[src/mini_mcu_pkg.sv]
// ********************
// shared OBI bus types, address map and always-on register offsets
// referenced by scoped name from every module of the fabric
// ********************
`default_nettype none

package mini_mcu_pkg;

  // master request, held stable until gnt
  typedef struct packed {
    logic        req;
    logic        we;
    logic [3:0]  be;
    logic [31:0] addr;
    logic [31:0] wdata;
  } obi_req_t;

  // gnt is combinational, rvalid follows one cycle after the handshake
  typedef struct packed {
    logic        gnt;
    logic        rvalid;
    logic        err;
    logic [31:0] rdata;
  } obi_resp_t;

  // master 0 is the core data port, master 1 the external master
  localparam int unsigned NUM_MASTERS = 2;

  // address map
  localparam logic [31:0] RAM_BASE = 32'h0000_0000;
  localparam logic [31:0] AO_BASE  = 32'h2000_0000;

  // always-on page offsets
  localparam logic [11:0] AO_EXIT_VALID_OFFSET  = 12'h000;
  localparam logic [11:0] AO_EXIT_VALUE_OFFSET  = 12'h004;
  localparam logic [11:0] AO_SCRATCH_OFFSET     = 12'h008;
  localparam logic [11:0] AO_BANK_EN_OFFSET     = 12'h00C;
  localparam logic [11:0] AO_BOOT_SELECT_OFFSET = 12'h010;

  // merge a write word into an old word, one byte lane per be bit
  function automatic logic [31:0] be_merge(
    input logic [31:0] old_word,
    input logic [31:0] new_word,
    input logic [3:0]  be
  );
    logic [31:0] result;
    result = old_word;
    for (int b = 0; b < 4; b++) begin
      if (be[b]) begin
        result[8*b +: 8] = new_word[8*b +: 8];
      end
    end
    return result;
  endfunction

  // full word write, all lanes enabled
  localparam logic [3:0] BE_ALL = 4'b1111;

  // idle request, used where no master is selected
  localparam obi_req_t OBI_REQ_IDLE = '{
    req:   1'b0,
    we:    1'b0,
    be:    4'b0000,
    addr:  32'h0000_0000,
    wdata: 32'h0000_0000
  };

endpackage

`default_nettype wire
[src/ao_peripheral_subsystem.sv]
// ********************
// always-on register page: exit status, scratch, bank enables
// and boot-select readback
// ********************
`timescale 1ns/100ps
`default_nettype none

module ao_peripheral_subsystem #(
  parameter int unsigned NUM_BANKS = 2
) (
  input  logic                    clk_i,
  input  logic                    rst_n_i,
  input  mini_mcu_pkg::obi_req_t  ao_req_i,
  output mini_mcu_pkg::obi_resp_t ao_resp_o,
  input  logic                    boot_select_i,
  output logic [NUM_BANKS-1:0]    bank_en_o,
  output logic [31:0]             exit_value_o,
  output logic                    exit_valid_o
);

  logic [11:0]          offset;
  logic                 wr_en;
  logic                 rd_en;
  logic [31:0]          rd_word;

  logic                 exit_valid_q;
  logic [31:0]          exit_value_q;
  logic [31:0]          scratch_q;
  logic [NUM_BANKS-1:0] bank_en_q;
  logic                 rvalid_q;
  logic [31:0]          rdata_q;

  assign offset = ao_req_i.addr[11:0];
  assign wr_en  = ao_req_i.req && ao_req_i.we;
  assign rd_en  = ao_req_i.req && !ao_req_i.we;

  // read mux gives zero for unknown offsets
  always_comb begin
    case (offset)
      mini_mcu_pkg::AO_EXIT_VALID_OFFSET:  rd_word = {31'h0, exit_valid_q};
      mini_mcu_pkg::AO_EXIT_VALUE_OFFSET:  rd_word = exit_value_q;
      mini_mcu_pkg::AO_SCRATCH_OFFSET:     rd_word = scratch_q;
      mini_mcu_pkg::AO_BANK_EN_OFFSET:     rd_word = 32'(bank_en_q);
      mini_mcu_pkg::AO_BOOT_SELECT_OFFSET: rd_word = {31'h0, boot_select_i};
      default:                             rd_word = 32'h0;
    endcase
  end

  always_ff @(posedge clk_i) begin
    if (!rst_n_i) begin
      exit_valid_q <= 1'b0;
      exit_value_q <= 32'h0;
      scratch_q    <= 32'h0;
      bank_en_q    <= '1;
    end else if (wr_en) begin
      case (offset)
        mini_mcu_pkg::AO_EXIT_VALID_OFFSET: begin
          exit_valid_q <= ao_req_i.wdata[0];
        end
        mini_mcu_pkg::AO_EXIT_VALUE_OFFSET: begin
          exit_value_q <= mini_mcu_pkg::be_merge(exit_value_q, ao_req_i.wdata, ao_req_i.be);
        end
        mini_mcu_pkg::AO_SCRATCH_OFFSET: begin
          scratch_q <= mini_mcu_pkg::be_merge(scratch_q, ao_req_i.wdata, ao_req_i.be);
        end
        mini_mcu_pkg::AO_BANK_EN_OFFSET: begin
          bank_en_q <= ao_req_i.wdata[NUM_BANKS-1:0];
        end
        // read-only or unmapped offset
        default: ;
      endcase
    end
  end

  always_ff @(posedge clk_i) begin
    if (!rst_n_i) begin
      rvalid_q <= 1'b0;
    end else begin
      rvalid_q <= ao_req_i.req;
    end
  end

  // write responses carry zero data
  always_ff @(posedge clk_i) begin
    rdata_q <= rd_en ? rd_word : 32'h0;
  end

  assign ao_resp_o.gnt    = ao_req_i.req;
  assign ao_resp_o.rvalid = rvalid_q;
  assign ao_resp_o.err    = 1'b0;
  assign ao_resp_o.rdata  = rdata_q;

  assign bank_en_o    = bank_en_q;
  assign exit_value_o = exit_value_q;
  assign exit_valid_o = exit_valid_q;

endmodule

`default_nettype wire

[config.mk]
export PLATFORM = sky130hd
export DESIGN_NAME = ao_peripheral_subsystem
export DESIGN_NICKNAME = d
export VERILOG_FILES = /design/src/mini_mcu_pkg.sv /design/src/ao_peripheral_subsystem.sv
export SDC_FILE = /design/constraint.sdc
export NUM_CORES = 1
export LEC_CHECK = 0
export BUFFER_PORTS_ARGS = -buffer_cell sky130_fd_sc_hd__buf_2
export CORE_UTILIZATION = 40
export DETAILED_ROUTE_END_ITERATION = 7
export HOLD_SLACK_MARGIN = 0.08
export PLACE_DENSITY = 0.62
export SLEW_MARGIN = 0
export SYNTH_ARGS = -nofsm -noshare
export SYNTH_HDL_FRONTEND = slang
export SYNTH_SLANG_ARGS = --single-unit
[constraint.sdc]
create_clock -name clk_i -period 5.85 [get_ports clk_i]
set_clock_uncertainty 0.2 [all_clocks]
set_input_delay 0.2925 -clock clk_i [delete_from_list [all_inputs] [get_ports clk_i]]
set_output_delay 0.2925 -clock clk_i [all_outputs]
set_load 0.05 [all_outputs]
==> reports/qor.csv <==
stage;metric;value;unit
clocking;clkTransAtPathRegs;0.09;ns
synth;ys_warn_count;0;
worst_setup_path;crit_path_end_kind;flip-flop;
timing;setup_slack;3.470;ns
route;route.vias.total;3392;
route;wl_per_cell;15.24;um
route;drt_iter0_markers;112;
finish;antenna_cells;0;
timing;slew_violations;0;
timing;worstMarginPinSlew;1.113;ns
finish;syn_to_final_growth;28.41;%
global_routing;grt_pass1_wl;16720;um
finish;mostFrequentLayoutCell;buf_2;
worst_setup_path;path_max_fanout;38;
finish;drive_above_1_share;33.03;%
clocking;clock_latency;0.36;ns
clocking;cts_resized;0;
timing;fin_crit_sh;40.69;%
clocking;cts_max_level;3;
place;gp_congestion;0.7663;
synth;syn_area;4161;um2
floorplan;die_w;104;um
worst_setup_path;endpoint;exit_value_o[31]$_SDFFE_PN0P_;
power_and_ir_drop;power;1301;uW
worst_setup_path;path_buf_inv;1;
worst_setup_path;r2r_start;exit_value_o[0]$_SDFFE_PN0P_;
clocking;numCtsBuffers;9;
worst_setup_path;timing.rr.end;rdata_q[0]$_SDFF_PN0_;
worst_setup_path;crit_chain;buf_2 -> nor4bb_1 -> and4_1 -> mux2i_1;
clocking;clk_path_buf_depth;2;
synth;syn-num-nets;478;
floorplan;core_area;9910;um2
power_and_ir_drop;cellPowerDensity;243.4;nW/um2
floorplan;start_util;41.99;%
synth;ys_ff_latch;100;
global_routing;antenna_found_initial;0;
worst_setup_path;reg2reg_depth;3;
finish;fin_nets;610;
synth;synth_cells;405;
place;dpl_worst_slack;3.046;ns
finish;utilization;53.93;%
route;viasPerCell;5.025;
route;postRouteAntennaNets;0;
timing;setup_violations;0;
floorplan;rows;36;
worst_setup_path;crit_start;ao_req_i[36];
hold_path;hold_class;primary input to flip-flop;
clocking;cts_tree;built;
synth;syn-mean-instance-area;10.28;um2
floorplan;die_height;104;um
worst_setup_path;critical_path_arrival;2.47;ns
worst_setup_path;r2r_slack;4.71;ns
finish;fillers;913;
worst_setup_path;crit_family;simple AND/OR/NAND/NOR gates;
timing;fin_hold_ws;0.1964;ns
worst_setup_path;crit_path_top_delay_cell;nor4bb_1;
floorplan;io_pins;143;
synth;synth_cell_types;32;
place;dp.final_hpwl;6487;um
global_routing;grt_pass1_vias;3377;
timing;fin_tns_setup;0;ns
flow_run;drv_cap;0;
global_routing;grt_max_degree;103;
route;finalWirelength;10290;um
finish;final_cell_mix;buf_2, dfxtp_1, nand2_1, mux2i_1, dlygate4sd3_1;
worst_setup_path;required;5.94;ns
global_routing;overflow;0;
timing;fmax;420.1;MHz
worst_setup_path;start_kind;primary input;
synth;ys_seq_area_share;48.11;%
clocking;cts_root_buf;clkbuf_8;
power_and_ir_drop;p_leak;0.002330;uW
power_and_ir_drop;ir_worst_vdd;0.1360;mV
floorplan;die-area;10820;um2
global_routing;grtUsageTotal;19.44;%
worst_setup_path;max_stage_delay;0.80;ns
outcome;status;finished clean;
timing;relSlewSlack;25.78;%
worst_setup_path;critPathKind;primary input to flip-flop;
place;portBuffers;121;
worst_setup_path;worst-path-stages;4;
route;remaining_drc_errors;0;
timing;rsz0062_at_grt;no;
clocking;cts_sinks;100;
route;first_pass_iters;4;
timing;fin_crit;2.380;ns
timing;hold_viol_final;0;
[kinds of logic (layout without fill, tap and decap cells)]
logic type	count (synthesis)	in the layout	synth area share [%]
and+or+nand+nor	165	165	24.44
DFF	100	100	48.11
AOI/OAI and AO/OA	34	34	6.073
buffers and inverters	35	172	4.419
other	1	1	0.09011
muxes	70	70	16.87
[synthesized netlist by cell type]
library cell / count / area [um2]
a22oi_1: 31 / 232.7
and2_1: 1 / 6.260
and3b_1: 4 / 35.03
and4_1: 1 / 8.760
and4bb_2: 1 / 12.51
buf_2: 3 / 15.01
buf_4: 3 / 22.52
buf_6: 5 / 56.30
clkbuf_1: 23 / 86.33
conb_1: 1 / 3.750
dfxtp_1: 100 / 2002
inv_1: 1 / 3.750
mux2_2: 1 / 11.26
mux2i_1: 69 / 690.7
nand2_1: 97 / 364.1
nand2b_1: 1 / 6.260
nand3b_1: 5 / 37.54
nand4_2: 3 / 37.54
nand4b_1: 1 / 8.760
nand4bb_1: 1 / 11.26
nor2b_1: 6 / 37.54
nor3_1: 1 / 5.000
nor3_2: 30 / 300.3
nor4_1: 4 / 25.02
nor4_4: 3 / 63.81
nor4bb_1: 1 / 10.01
o211ai_1: 1 / 7.510
o21a_1: 1 / 7.510
o21ai_0: 1 / 5.000
or4_1: 2 / 15.01
or4_4: 2 / 22.52
or4b_2: 1 / 10.01
[layout make-up]
class	instances	area, um2	area share (%)
clock buffers	11	131.4	2.458
clock inverters	5	108.9	2.037
inverters	1	3.754	0.07024
multi-input cells	270	1986	37.16
flip-flops and latches	100	2002	37.46
well taps	133	166.4	3.114
repair buffers	155	945.9	17.70
[per-stage QoR]
stage | instance area [um2] | std cells
after floorplan | 4161 | 405
after global placement | 4773 | 626
after detailed placement | 4773 | 626
after CTS | 5344 | 675
after global routing | 5344 | 675
final | 5344 | 675
[worst reg2reg max path, cell delays in order, from the launching register on]
cell,delay (ns)
dfxtp_1,0.34
mux2i_1,0.14
o211ai_1,0.09
and4bb_2,0.27
[power by group]
group / total, uW / switching [uW] / leakage (uW) / internal [uW]
Combinational: 91.7 / 53.8 / 0.00141 / 37.9
Clock: 529 / 241 / 0.000116 / 288
Sequential: 681 / 0.0725 / 0.000805 / 680
Total: 1300 / 295 / 0.00233 / 1010
[layer usage]
metal  up-vias  part of all wire (%)  track usage [%]  wire length (um)
met1      1607                    47            25.22              4837
met2        99                    47            32.14              4812
li1       1673                     -                -                 -
met4         0                   1.3            6.531               136
met3        13                   4.9            3.947               499
met5         -                     0                0                 0
[how the worst min path moves through the flow]
stage / from / end / slack, ns / cells past startpoint
after CTS: ao_req_i[35] / rdata_q[1]$_SDFF_PN0_ / 0.18 / 3
after floorplan: ao_req_i[69] / rvalid_q$_SDFF_PN0_ / 0.21 / 1
after global routing: ao_req_i[35] / rdata_q[1]$_SDFF_PN0_ / 0.20 / 3
after detailed placement: scratch_q[15]$_SDFFE_PN0P_ / scratch_q[15]$_SDFFE_PN0P_ / 0.25 / 2
after global placement: scratch_q[14]$_SDFFE_PN0P_ / scratch_q[14]$_SDFFE_PN0P_ / 0.24 / 2
final: ao_req_i[35] / rdata_q[1]$_SDFF_PN0_ / 0.20 / 3
[registers in the layout (all words and copies together) (netlist names)]
name and count:
scratch_q 32, exit_valid_o 1, rvalid_q 1, rdata_q 32, bank_en_o 2, exit_value_o 32
[repair_timing]
action,CTS,global route
endpoints found under the setup margin,0,0
buffers inserted,0,0
hold endpoints to repair,68,0
hold buffers,33,0
(Power assumes the default switching activity.)
