--- src/mini_mcu_pkg.sv ---
// ********************
// shared OBI bus types, address map and always-on register offsets
// referenced by scoped name from every module of the fabric
// ********************
`default_nettype none

package mini_mcu_pkg;

  // master request, held stable until gnt
  typedef struct packed {
    logic        req;
    logic        we;
    logic [3:0]  be;
    logic [31:0] addr;
    logic [31:0] wdata;
  } obi_req_t;

  // gnt is combinational, rvalid follows one cycle after the handshake
  typedef struct packed {
    logic        gnt;
    logic        rvalid;
    logic        err;
    logic [31:0] rdata;
  } obi_resp_t;

  // master 0 is the core data port, master 1 the external master
  localparam int unsigned NUM_MASTERS = 2;

  // address map
  localparam logic [31:0] RAM_BASE = 32'h0000_0000;
  localparam logic [31:0] AO_BASE  = 32'h2000_0000;

  // always-on page offsets
  localparam logic [11:0] AO_EXIT_VALID_OFFSET  = 12'h000;
  localparam logic [11:0] AO_EXIT_VALUE_OFFSET  = 12'h004;
  localparam logic [11:0] AO_SCRATCH_OFFSET     = 12'h008;
  localparam logic [11:0] AO_BANK_EN_OFFSET     = 12'h00C;
  localparam logic [11:0] AO_BOOT_SELECT_OFFSET = 12'h010;

  // merge a write word into an old word, one byte lane per be bit
  function automatic logic [31:0] be_merge(
    input logic [31:0] old_word,
    input logic [31:0] new_word,
    input logic [3:0]  be
  );
    logic [31:0] result;
    result = old_word;
    for (int b = 0; b < 4; b++) begin
      if (be[b]) begin
        result[8*b +: 8] = new_word[8*b +: 8];
      end
    end
    return result;
  endfunction

  // full word write, all lanes enabled
  localparam logic [3:0] BE_ALL = 4'b1111;

  // idle request, used where no master is selected
  localparam obi_req_t OBI_REQ_IDLE = '{
    req:   1'b0,
    we:    1'b0,
    be:    4'b0000,
    addr:  32'h0000_0000,
    wdata: 32'h0000_0000
  };

endpackage

`default_nettype wire
--- src/system_bus.sv ---
// ********************
// two-master OBI bus with round-robin arbitration, address decode
// to RAM, always-on page or error, and response routing
// ********************
`timescale 1ns/100ps
`default_nettype none

module system_bus #(
  parameter int unsigned NUM_BANKS  = 2,
  parameter int unsigned BANK_WORDS = 256
) (
  input  logic                                                  clk_i,
  input  logic                                                  rst_n_i,
  input  mini_mcu_pkg::obi_req_t  [mini_mcu_pkg::NUM_MASTERS-1:0] master_req_i,
  output mini_mcu_pkg::obi_resp_t [mini_mcu_pkg::NUM_MASTERS-1:0] master_resp_o,
  output mini_mcu_pkg::obi_req_t                                ram_req_o,
  input  mini_mcu_pkg::obi_resp_t                               ram_resp_i,
  output mini_mcu_pkg::obi_req_t                                ao_req_o,
  input  mini_mcu_pkg::obi_resp_t                               ao_resp_i
);

  localparam int unsigned NM    = mini_mcu_pkg::NUM_MASTERS;
  localparam int unsigned IDX_W = (NM > 1) ? $clog2(NM) : 1;
  localparam logic [31:0] RAM_BYTES = 32'(NUM_BANKS * BANK_WORDS * 4);

  logic [NM-1:0]          req_vec;
  logic                   win_valid;
  logic [IDX_W-1:0]       win_idx;
  logic                   contested;
  logic                   win_gnt;
  logic                   ram_hit;
  logic                   ao_hit;
  logic [31:0]            ram_offset;
  mini_mcu_pkg::obi_req_t win_req;

  // priority pointer and response tracking
  logic [IDX_W-1:0] prio_q;
  logic             rsp_valid_q;
  logic [IDX_W-1:0] rsp_idx_q;
  logic             rsp_err_q;
  logic             rsp_hit;
  logic [31:0]      rsp_rdata;

  always_comb begin
    for (int m = 0; m < NM; m++) begin
      req_vec[m] = master_req_i[m].req;
    end
  end

  assign contested = ($countones(req_vec) > 1);

  // search starts at the master that lost the last contested cycle
  always_comb begin
    int idx;
    win_valid = 1'b0;
    win_idx   = '0;
    for (int k = 0; k < NM; k++) begin
      idx = (int'(prio_q) + k) % NM;
      if (!win_valid && req_vec[idx]) begin
        win_valid = 1'b1;
        win_idx   = IDX_W'(idx);
      end
    end
  end

  assign win_req = win_valid ? master_req_i[win_idx] : mini_mcu_pkg::OBI_REQ_IDLE;

  // decode
  assign ram_offset = win_req.addr - mini_mcu_pkg::RAM_BASE;
  assign ram_hit    = (ram_offset < RAM_BYTES);
  assign ao_hit     = (win_req.addr[31:12] == mini_mcu_pkg::AO_BASE[31:12]);

  always_comb begin
    ram_req_o      = win_req;
    ram_req_o.req  = win_valid && ram_hit;
    ram_req_o.addr = ram_offset;
    ao_req_o       = win_req;
    ao_req_o.req   = win_valid && ao_hit && !ram_hit;
    ao_req_o.addr  = {20'h0_0000, win_req.addr[11:0]};
  end

  // unmapped accesses are granted by the bus itself
  always_comb begin
    if (ram_hit) begin
      win_gnt = ram_resp_i.gnt;
    end else if (ao_hit) begin
      win_gnt = ao_resp_i.gnt;
    end else begin
      win_gnt = 1'b1;
    end
  end

  always_ff @(posedge clk_i) begin
    if (!rst_n_i) begin
      prio_q      <= '0;
      rsp_valid_q <= 1'b0;
      rsp_idx_q   <= '0;
      rsp_err_q   <= 1'b0;
    end else begin
      rsp_valid_q <= win_valid && win_gnt;
      if (win_valid && win_gnt) begin
        rsp_idx_q <= win_idx;
        rsp_err_q <= !ram_hit && !ao_hit;
        if (contested) begin
          prio_q <= (win_idx == IDX_W'(NM - 1)) ? '0 : win_idx + 1'b1;
        end
      end
    end
  end

  // only the slave that was addressed raises rvalid
  assign rsp_hit   = rsp_err_q || ram_resp_i.rvalid || ao_resp_i.rvalid;
  assign rsp_rdata = rsp_err_q         ? 32'h0 :
                     ram_resp_i.rvalid ? ram_resp_i.rdata : ao_resp_i.rdata;

  always_comb begin
    for (int m = 0; m < NM; m++) begin
      master_resp_o[m].gnt    = win_valid && win_gnt && (win_idx == IDX_W'(m));
      master_resp_o[m].rvalid = rsp_valid_q && rsp_hit && (rsp_idx_q == IDX_W'(m));
      master_resp_o[m].err    = master_resp_o[m].rvalid && rsp_err_q;
      master_resp_o[m].rdata  = master_resp_o[m].rvalid ? rsp_rdata : 32'h0;
    end
  end

endmodule

`default_nettype wire

--- config.mk ---
export PLATFORM = sky130hd
export DESIGN_NAME = system_bus
export DESIGN_NICKNAME = d
export VERILOG_FILES = /design/src/mini_mcu_pkg.sv /design/src/system_bus.sv
export SDC_FILE = /design/constraint.sdc
export NUM_CORES = 1
export LEC_CHECK = 0
export BUFFER_PORTS_ARGS = -buffer_cell sky130_fd_sc_hd__buf_2
export CAP_MARGIN = 20
export CELL_PAD_IN_SITES_DETAIL_PLACEMENT = 1
export CELL_PAD_IN_SITES_GLOBAL_PLACEMENT = 2
export CORE_AREA = 2 2 167 169
export DETAILED_ROUTE_END_ITERATION = 6
export DIE_AREA = 0 0 169 171
export GPL_TIMING_DRIVEN = 0
export PLACE_DENSITY_LB_ADDON = 0.1
export SLEW_MARGIN = 10
export SYNTH_ARGS = -nofsm -noshare
export SYNTH_HDL_FRONTEND = slang
export SYNTH_SLANG_ARGS = --single-unit
--- constraint.sdc ---
create_clock -name clk_i -period 1.8 [get_ports clk_i]
set_clock_uncertainty 0.05 [all_clocks]
set_input_delay 0.27 -clock clk_i [delete_from_list [all_inputs] [get_ports clk_i]]
set_output_delay 0.27 -clock clk_i [all_outputs]
set_load 0.02 [all_outputs]
==> results of run 1 <==
area by class of cell:
class                           instances  share of cell area
Inverter                                4             0.00164
Antenna cell                            2            0.000548
Buffer                                103               0.125
Clock buffer                            3             0.00822
Tap cell                              346              0.0474
Sequential cell                         4             0.00987
Timing Repair Buffer                  451               0.412
Multi-Input combinational cell        359               0.395
worst max-delay path, stage by stage, from the launching register on:
cell and delay, ns:
dfxtp_4 0.35, nand2b_4 0.18, a221o_1 0.33, mux2_4 0.30, nor3_4 0.30, nor2b_2 0.08
buf_6 0.14
cell usage after synthesis, types with 2 or more instances:
library cell / n / area share
nor3_2: 2 / 0.0075
nor3_1: 67 / 0.13
buf_4: 70 / 0.20
o21ai_0: 64 / 0.12
inv_1: 4 / 0.0056
nor2_1: 5 / 0.0071
a31oi_1: 2 / 0.0047
mux2i_1: 33 / 0.12
nand2_1: 128 / 0.18
dfxtp_1: 4 / 0.030
a32o_1: 2 / 0.0075
a22o_1: 4 / 0.013
buf_2: 10 / 0.019
and2_1: 3 / 0.0071
nor4_1: 5 / 0.012
clkbuf_1: 29 / 0.041
or4_1: 2 / 0.0056
a21oi_1: 2 / 0.0038
per-stage QoR:
step	utilization	total power [mW]	setup TNS, ns
global placement	0.228	2.37	-78.78
finish	0.334	3.76	-27.71
CTS	0.282	3.26	-37.97
detailed placement	0.228	2.37	-80.85
global route	0.334	3.97	-36.63
floorplan	-	1.60	-1.37
flip-flops by register name, indices dropped and copies added (netlist names):
| name | cells |
|---|---|
| prio_q | 1 |
| rsp_err_q | 1 |
| rsp_idx_q | 1 |
| rsp_valid_q | 1 |
placed cells by master (no fill, tap or decap), types with 20 or more instances in the layout:
cell type  count
nand2_1       73
nand2_4       44
conb_1        20
buf_6        221
nor3_4        39
mux2i_2       21
buf_2        227
buf_4         61
o21ai_4       48
worst paths after layout:
check                                             from                endpoint  depth (start not counted)
worst min register to register  rsp_idx_q$_SDFFE_PN0P_  rsp_idx_q$_SDFFE_PN0P_                          2
worst max-delay path               prio_q$_SDFFE_PN0P_       master_resp_o[69]                          6
worst min-delay path                           rst_n_i  rsp_err_q$_SDFFE_PN0P_                          2
worst max register to register     prio_q$_SDFFE_PN0P_  rsp_idx_q$_SDFFE_PN0P_                          6
per-layer routing:
metal	wire length, um	up-vias	part of all wire
met4	46	2	0.0020
met5	13	-	0.00055
met3	2190	4	0.093
met2	12900	235	0.55
li1	-	2438	-
met1	8410	2367	0.36
power by group:
group          total, mW  switching (mW)  leakage (nW)  internal (mW)
combinational       3.30            1.66          4.38           1.64
sequential         0.113          0.0133        0.0349         0.0994
clock              0.345          0.0610        0.0370          0.284
kinds of logic (layout without fill, tap and decap cells):
family | Yosys count | count (layout) | synth area share
AOI/OAI and AO/OA | 87 | 87 | 0.205
buffers and inverters | 115 | 561 | 0.269
DFF | 4 | 4 | 0.0301
muxes | 34 | 34 | 0.130
other | 1 | 22 | 0.00141
and+or+nand+nor | 218 | 218 | 0.364
what timing repair did:
item,in CTS,in global routing
gates resized for setup,333,319
gates cloned,7,8
hold buffers,0,0
pin swaps,22,86
buffers inserted,13,29
setup endpoints to repair,190,189
==> impl_metrics.toml, run 1 <==
[clock_network]
clk_pin_slew_ns = 0.03
clk_latency_ns = 0.22
cts.path.max_buffers = 2
root_buffer = "clkbuf_16"
htree_levels = 1
cts.sinks = 4
cts_tree = "built"
cts_buffers = 3

[power_and_ir_drop]
p_per_area_nw_per_um2 = 411
peakVddDrop_mv = 0.198
cellLeakagePower_nw = 4.45

[floorplanning]
die_w_um = 169
dieArea_um2 = 28900
core-area_um2 = 27300
ios = 422
start_util = 0.0973
die_h_um = 171
fp-row-count = 61

[placed_design]
post-place-ws_ns = -0.699
gp_congestion = 0.734
dpl.cell_count = 1222
postPlaceCellArea_um2 = 6240
hpwl_mm = 19.0
io_buffers = 397

[cells_and_area]
drive_gt1_frac = 0.833
multiInputGateArea_um2 = 3610
fin_area_um2 = 9130
fin_cells = 1272
synthToLayoutAreaGrowth_pct = 244
fill_cells = 3130
finalNetCount = 1138
seq_area_um2 = 90.1

[synth]
async_flop_share = 0
synth_edf_count = 0
yosys_warnings = 0
ys_seq_area_frac = 0.0301
synthesis.area_um2 = 2660
syn_avg_cell_area_um2 = 5.79
ys_types = 41
ys_seq_elements = 4
synthCells = 459
synthFlopType = "dfxtp_1"

[sta]
layout_setup_ws_ns = -0.426
hold_ws_ns = 0.301
period_needed_ns = 2.23
fin_crit_sh = 1.24
worstMarginPinSlew_ns = 0.666
rsz0062_at_grt = "true"
hold_viol_final = 0
drv_slew = 0
setup_violations = 137
slew_headroom = 0.555
fmax_ghz = 0.449

[detailed_routing]
drc = 0
first_iter_violations = 58
vias = 5046
routed_via_density = 3.97
wl_per_cell_um = 18.5
detail-route-antenna-nets = 0
drtPass1Iterations = 4
wirelength_mm = 23.5

[flow_run]
maxCapViolations = 0

[global_route]
antenna_found_initial = 3
grt.met1_usage = 0.156
met3_usage = 0.0483
grt_max_degree = 11
gr-total-overflow = 0
track_usage = 0.147
grt_pass1_vias = 5168
gr-usage-met2 = 0.288
grt_busiest_layer = "met2"
grt_pass1_wl_mm = 32.3

[worst_hold_path]
min_path_type = "in -> reg"

[critical_path]
required_ns = 1.48
path_max_fanout = 7
start_kind = "register"
cp-end-kind = "output pin"
critPathKind = "reg -> out"
crit_arrival_ns = 1.91
r2r_slack_ns = -0.06

[run_status]
violations = "setup timing"
status = "finished with violations"
(Power assumes the default switching activity.)
==> run 2, diff against run 1 <==
--- a/config.mk
+++ b/config.mk
@@ -9,12 +9,12 @@
 export CAP_MARGIN = 20
 export CELL_PAD_IN_SITES_DETAIL_PLACEMENT = 1
 export CELL_PAD_IN_SITES_GLOBAL_PLACEMENT = 2
-export CORE_AREA = 2 2 167 169
+export CORE_AREA = 2 2 164 166
 export DETAILED_ROUTE_END_ITERATION = 6
-export DIE_AREA = 0 0 169 171
+export DIE_AREA = 0 0 166 168
 export GPL_TIMING_DRIVEN = 0
 export PLACE_DENSITY_LB_ADDON = 0.1
-export SLEW_MARGIN = 10
+export SLEW_MARGIN = 25
 export SYNTH_ARGS = -nofsm -noshare
 export SYNTH_HDL_FRONTEND = slang
 export SYNTH_SLANG_ARGS = --single-unit
==> constraint.sdc (replaced) <==
create_clock -name clk_i -period 2.45 [get_ports clk_i]
set_clock_uncertainty 0.05 [all_clocks]
set_input_delay 0.3675 -clock clk_i [delete_from_list [all_inputs] [get_ports clk_i]]
set_output_delay 0.3675 -clock clk_i [all_outputs]
set_load 0.02 [all_outputs]
==> run 2 against run 1 <==
Effect of this change:
- the run now ends clean
- die area fell by 3.5%
- non-clock buffer count fell by 46
- core utilization fell by 13 points
- clock-buffer cell count did not move
- setup slack improved by 0.49 ns
- wire length fell by 11%
- register-to-register slack improved by 0.71 ns
- first-iteration DRC count rose by 64%
- worst hold slack improved by 0.089 ns
==> impl_metrics.toml, run 2 (same netlist as run 1, synthesis figures left out) <==
[detailed_routing]
drtPass1Iterations = 4
detail-route-antenna-nets = 0
wirelength_mm = 21.0
first_iter_violations = 95
drc = 0
wl_per_cell_um = 17.2
routed_via_density = 3.82
vias = 4668

[critical_path]
slowest_stage = "mux2_4"
crit_buf_inv = 2
cp-end-kind = "output pin"
required_ns = 2.03
cpPeakStageDelay_ns = 0.36
ff2ff_path_depth = 6
critPathKind = "reg -> out"
critPathTopFamily = "simple AND/OR/NAND/NOR gates"
cp_cell_sequence = "nand2b_4 > buf_4 > a32oi_4 > mux2_4 > nor3_4 > nor2b_1 > buf_2"
cp.depth = 7
start_kind = "register"
path_max_fanout = 7
crit_arrival_ns = 1.97

[global_route]
antenna_found_initial = 3
gr-total-overflow = 0
track_usage = 0.140
grt_pass1_wl_mm = 30.3
grt_max_degree = 11
grt_pass1_vias = 4736

[clock_network]
cts.path.max_buffers = 2
cts_tree = "built"
clk_pin_slew_ns = 0.03
cts_hold_buf = 0
cts.sinks = 4
htree_levels = 1
root_buffer = "clkbuf_16"
cts_buffers = 3
clk_latency_ns = 0.22

[floorplanning]
die_h_um = 168
dieArea_um2 = 27900
ios = 422
core-area_um2 = 26400
fp-row-count = 60
start_util = 0.101
die_w_um = 166

[sta]
hold_ws_ns = 0.390
layout_setup_ws_ns = 0.0592
worstMarginPinSlew_ns = 0.589
fin_crit_sh = 0.976
fmax_ghz = 0.418
hold_viol_final = 0
slew_headroom = 0.607
period_needed_ns = 2.39
drv_slew = 0
setup_violations = 0
rsz0062_at_grt = "true"

[cells_and_area]
drive_gt1_frac = 0.595
utilization = 0.204
mostFrequentLayoutCells = "buf_2 (402), nand2_1 (128), buf_4 (74), nor3_1 (65), o21ai_0 (54)"
layout_commonest_cell = "buf_2"
finalNetCount = 1092
synthToLayoutAreaGrowth_pct = 102

[power_and_ir_drop]
peakVddDrop_mv = 0.159
p_per_area_nw_per_um2 = 317
cellLeakagePower_nw = 3.14

[placed_design]
gp_congestion = 0.742
hpwl_mm = 18.5
post-place-ws_ns = -0.449
io_buffers = 397

[worst_hold_path]
min_path_type = "in -> reg"
holdPathStages = 2

[run_status]
status = "completed"

[flow_run]
maxCapViolations = 0
## run 2: cell count changes in the layout (fill, tap and decap cells not counted), sizes merged
cell,delta
buf,-50
clkbuf,+4
## run 2: path summary, 6_finish.rpt
kind | startpoint | endpoint | slack [ns]
hold / removal | rst_n_i | rsp_valid_q$_SDFF_PN0_ | 0.39
setup reg to reg | prio_q$_SDFFE_PN0P_ | rsp_idx_q$_SDFFE_PN0P_ | 0.65
setup / recovery | prio_q$_SDFFE_PN0P_ | master_resp_o[69] | 0.06
hold reg to reg | rsp_idx_q$_SDFFE_PN0P_ | rsp_idx_q$_SDFFE_PN0P_ | 0.46
## run 2: area by class of cell
cell class	count	area, um^2
Inverter	4	15.0
Clock buffer	3	75.1
Timing Repair Buffer	398	1990
Multi-Input combinational cell	359	2000
Antenna cell	2	5.00
Fill cell	3384	21000
Sequential cell	4	81.3
Buffer	110	777
Tap cell	341	427
## run 2: worst register-to-register path, delay by kind of cell, from the launching register on
family	cells	cell delay (ns)
AOI/OAI and AO/OA	2	0.41
buffers and inverters	1	0.15
DFF	1	0.34
muxes	1	0.36
and+or+nand+nor	2	0.35
## run 2: per-layer routing
metal | vias up | part of all wire | global-route usage
met5 | - | 0.00062 | 0
met4 | 2 | 0.0063 | 0.0129
met3 | 10 | 0.086 | 0.0449
met2 | 233 | 0.53 | 0.274
met1 | 2100 | 0.37 | 0.151
li1 | 2323 | - | -
## run 2: report_power, final
part | internal (mW) | switching [mW]
clock | 0.208 | 0.0444
sequential | 0.0724 | 0.00756
combinational | 0.543 | 0.829
## run 2: repair_timing
item / CTS / global route
pin swaps: 0 / 1
resized for setup: 36 / 32
cloned: 0 / 0
setup buffers: 1 / 0
setup endpoints to repair: 139 / 86
## run 2: stage by stage
stage	std cells	TNS [ns]	cell area, um^2	power (mW)
floorplan	478	0	2730	0.882
global placement	1216	-10.16	5140	1.45
detailed placement	1216	-13.09	5140	1.44
CTS	1220	0	5310	1.73
global route	1220	-0.00679	5370	1.83
finish	1221	0	5370	1.70
==> run 3, diff against run 2 <==
--- a/config.mk
+++ b/config.mk
@@ -9,9 +9,10 @@
 export CAP_MARGIN = 20
 export CELL_PAD_IN_SITES_DETAIL_PLACEMENT = 1
 export CELL_PAD_IN_SITES_GLOBAL_PLACEMENT = 2
-export CORE_AREA = 2 2 164 166
+export CORE_AREA = 4 4 161 163
+export CTS_BUF_LIST = sky130_fd_sc_hd__clkbuf_16
 export DETAILED_ROUTE_END_ITERATION = 6
-export DIE_AREA = 0 0 166 168
+export DIE_AREA = 0 0 165 167
 export GPL_TIMING_DRIVEN = 0
 export PLACE_DENSITY_LB_ADDON = 0.1
 export SLEW_MARGIN = 25
==> run 3 against run 2 <==
Effect of this change:
- total power is 0.33% higher
- critical path depth stayed put
- via count is 0.15% lower
- wire length is 1.2% higher
- final cell count is 1.2% lower
- critical path type is now in -> out
- register-to-register slack worse by 0.16 ns
- final area hardly changed
- clock-buffer cell count stayed put
- first-iteration DRC count is 40% higher
- sequential power hardly changed
- combinational power hardly changed
- clock power hardly changed
==> impl_metrics.toml, run 3 (same netlist as run 1, synthesis figures left out) <==
[floorplanning]
die_w_um = 165
ios = 422
fp-row-count = 57
core-area_um2 = 24300
start_util = 0.109
dieArea_um2 = 27600
die_h_um = 167

[sta]
worstMarginPinSlew_ns = 0.541
period_needed_ns = 2.35
hold_viol_final = 0
drv_slew = 0
fmax_ghz = 0.425
setup_violations = 0
slew_headroom = 0.639
layout_setup_ws_ns = 0.0996
fin_crit_sh = 0.959
hold_ws_ns = 0.382

[power_and_ir_drop]
p_total_mw = 1.71
pwr-share-seq = 0.047
share_comb_of_total_power = 0.805
cellLeakagePower_nw = 3.15
p_sw_mw = 0.882
peakVddDrop_mv = 0.144
p_per_area_nw_per_um2 = 319
pwr-share-clk = 0.148
internal_power_mw = 0.829
switching_share = 0.515

[cells_and_area]
layout_commonest_cell = "buf_2"
drive_gt1_frac = 0.594
mostFrequentLayoutCells = "buf_2 (400), nand2_1 (127), buf_4 (77), nor3_1 (65), o21ai_0 (57)"
finalNetCount = 1095
fill_cells = 3181
synthToLayoutAreaGrowth_pct = 102
fin_area_um2 = 5370
utilization = 0.221

[worst_hold_path]
min_path_type = "in -> reg"

[placed_design]
hpwl_mm = 18.8
post-place-ws_ns = -0.397
postPlaceCellArea_um2 = 5120
io_buffers = 397
gp_congestion = 0.746

[clock_network]
htree_levels = 1
clk_latency_ns = 0.22
clk_pin_slew_ns = 0.03
cts_hold_buf = 0
root_buffer = "clkbuf_16"
cts.path.max_buffers = 2
cts_tree = "built"
cts.sinks = 4
cts_buffers = 3

[detailed_routing]
first_iter_violations = 133
wirelength_mm = 21.2
wl_per_cell_um = 17.6
drc = 0
routed_via_density = 3.86
drtPass1Iterations = 4
detail-route-antenna-nets = 0
vias = 4661

[global_route]
grt_max_degree = 11
antenna_found_initial = 2
gr-usage-met2 = 0.285
grt.met1_usage = 0.146
grt_pass1_wl_mm = 30.8
gr-total-overflow = 0
met3_usage = 0.0482
track_usage = 0.142
grt_busiest_layer = "met2"
grt_pass1_vias = 4969

[critical_path]
cp_cell_sequence = "buf_2 > or4_4 > nor3_4 > a31o_1 > nand2_2 > nor4_2 > buf_4"
crit_arrival_ns = 1.93
required_ns = 2.03
critPathTopFamily = "simple AND/OR/NAND/NOR gates"
slowest_stage = "or4_4"
path_max_fanout = 3
start_kind = "input port"
critPathKind = "in -> out"
cp-end-kind = "output pin"
cpPeakStageDelay_ns = 0.53
crit_buf_inv = 2

[run_status]
status = "completed"

[flow_run]
maxCapViolations = 0
## run 3: cell count changes in the layout (fill, tap and decap cells not counted), sizes merged
| cell | change |
|---|---|
| clkbuf | -1 |
| diode | -1 |
| buf | +4 |
## run 3: what timing repair did
item / in CTS / in global routing
resized for setup: 34 / 34
setup endpoints to repair: 132 / 114
setup buffers: 0 / 4
pin swaps: 1 / 5
## run 3: per-layer routing
layer,part of all wire,wire (um)
met1,0.34,7260
met2,0.55,11600
met3,0.10,2190
met4,0.0074,158
met5,0.00094,20
## run 3: worst reg2reg max path: stages (launching register included)
cell      delay [ns]
dfxtp_2         0.33
nand2b_4        0.19
and2_1          0.18
buf_6           0.14
buf_12          0.15
a31o_1          0.25
buf_4           0.15
a31oi_1         0.28
o22ai_1         0.11
## run 3: power by group through the flow
stage          combinational (mW)  clock [mW]  sequential [mW]
2_1_floorplan               0.804           0           0.0771
3_3_place_gp                 1.37           0           0.0782
3_5_place_dp                 1.36           0           0.0784
4_1_cts                      1.39       0.257           0.0784
5_1_grt                      1.51       0.265           0.0812
6_report                     1.38       0.253           0.0802
## run 3: cell type report
cell class                      instances  area [um^2]  area share
Antenna cell                            1         2.50    0.000466
Buffer                                110          773       0.144
Clock buffer                            3         75.1      0.0140
Inverter                                4         15.0     0.00280
Multi-Input combinational cell        359         1990       0.371
Sequential cell                         4         81.3      0.0152
Tap cell                              324          405      0.0755
Timing Repair Buffer                  401         2030       0.377
## run 3: stage by stage
step	cells	setup TNS [ns]
after detailed placement	1199	-11.34
after CTS	1202	0
final	1206	0
after floorplan	478	0
after global placement	1199	-10.37
after global routing	1206	-0.0392
## run 3: path summary, 6_finish.rpt
check	depth (start not counted)	slack, ns	start	endpoint
worst max register to register	8	0.49	prio_q$_SDFFE_PN0P_	rsp_idx_q$_SDFFE_PN0P_
worst min-delay path	2	0.38	rst_n_i	rsp_valid_q$_SDFF_PN0_
worst min register to register	2	0.47	rsp_idx_q$_SDFFE_PN0P_	rsp_idx_q$_SDFFE_PN0P_
worst max-delay path	7	0.1	master_req_i[115]	ram_req_o[69]
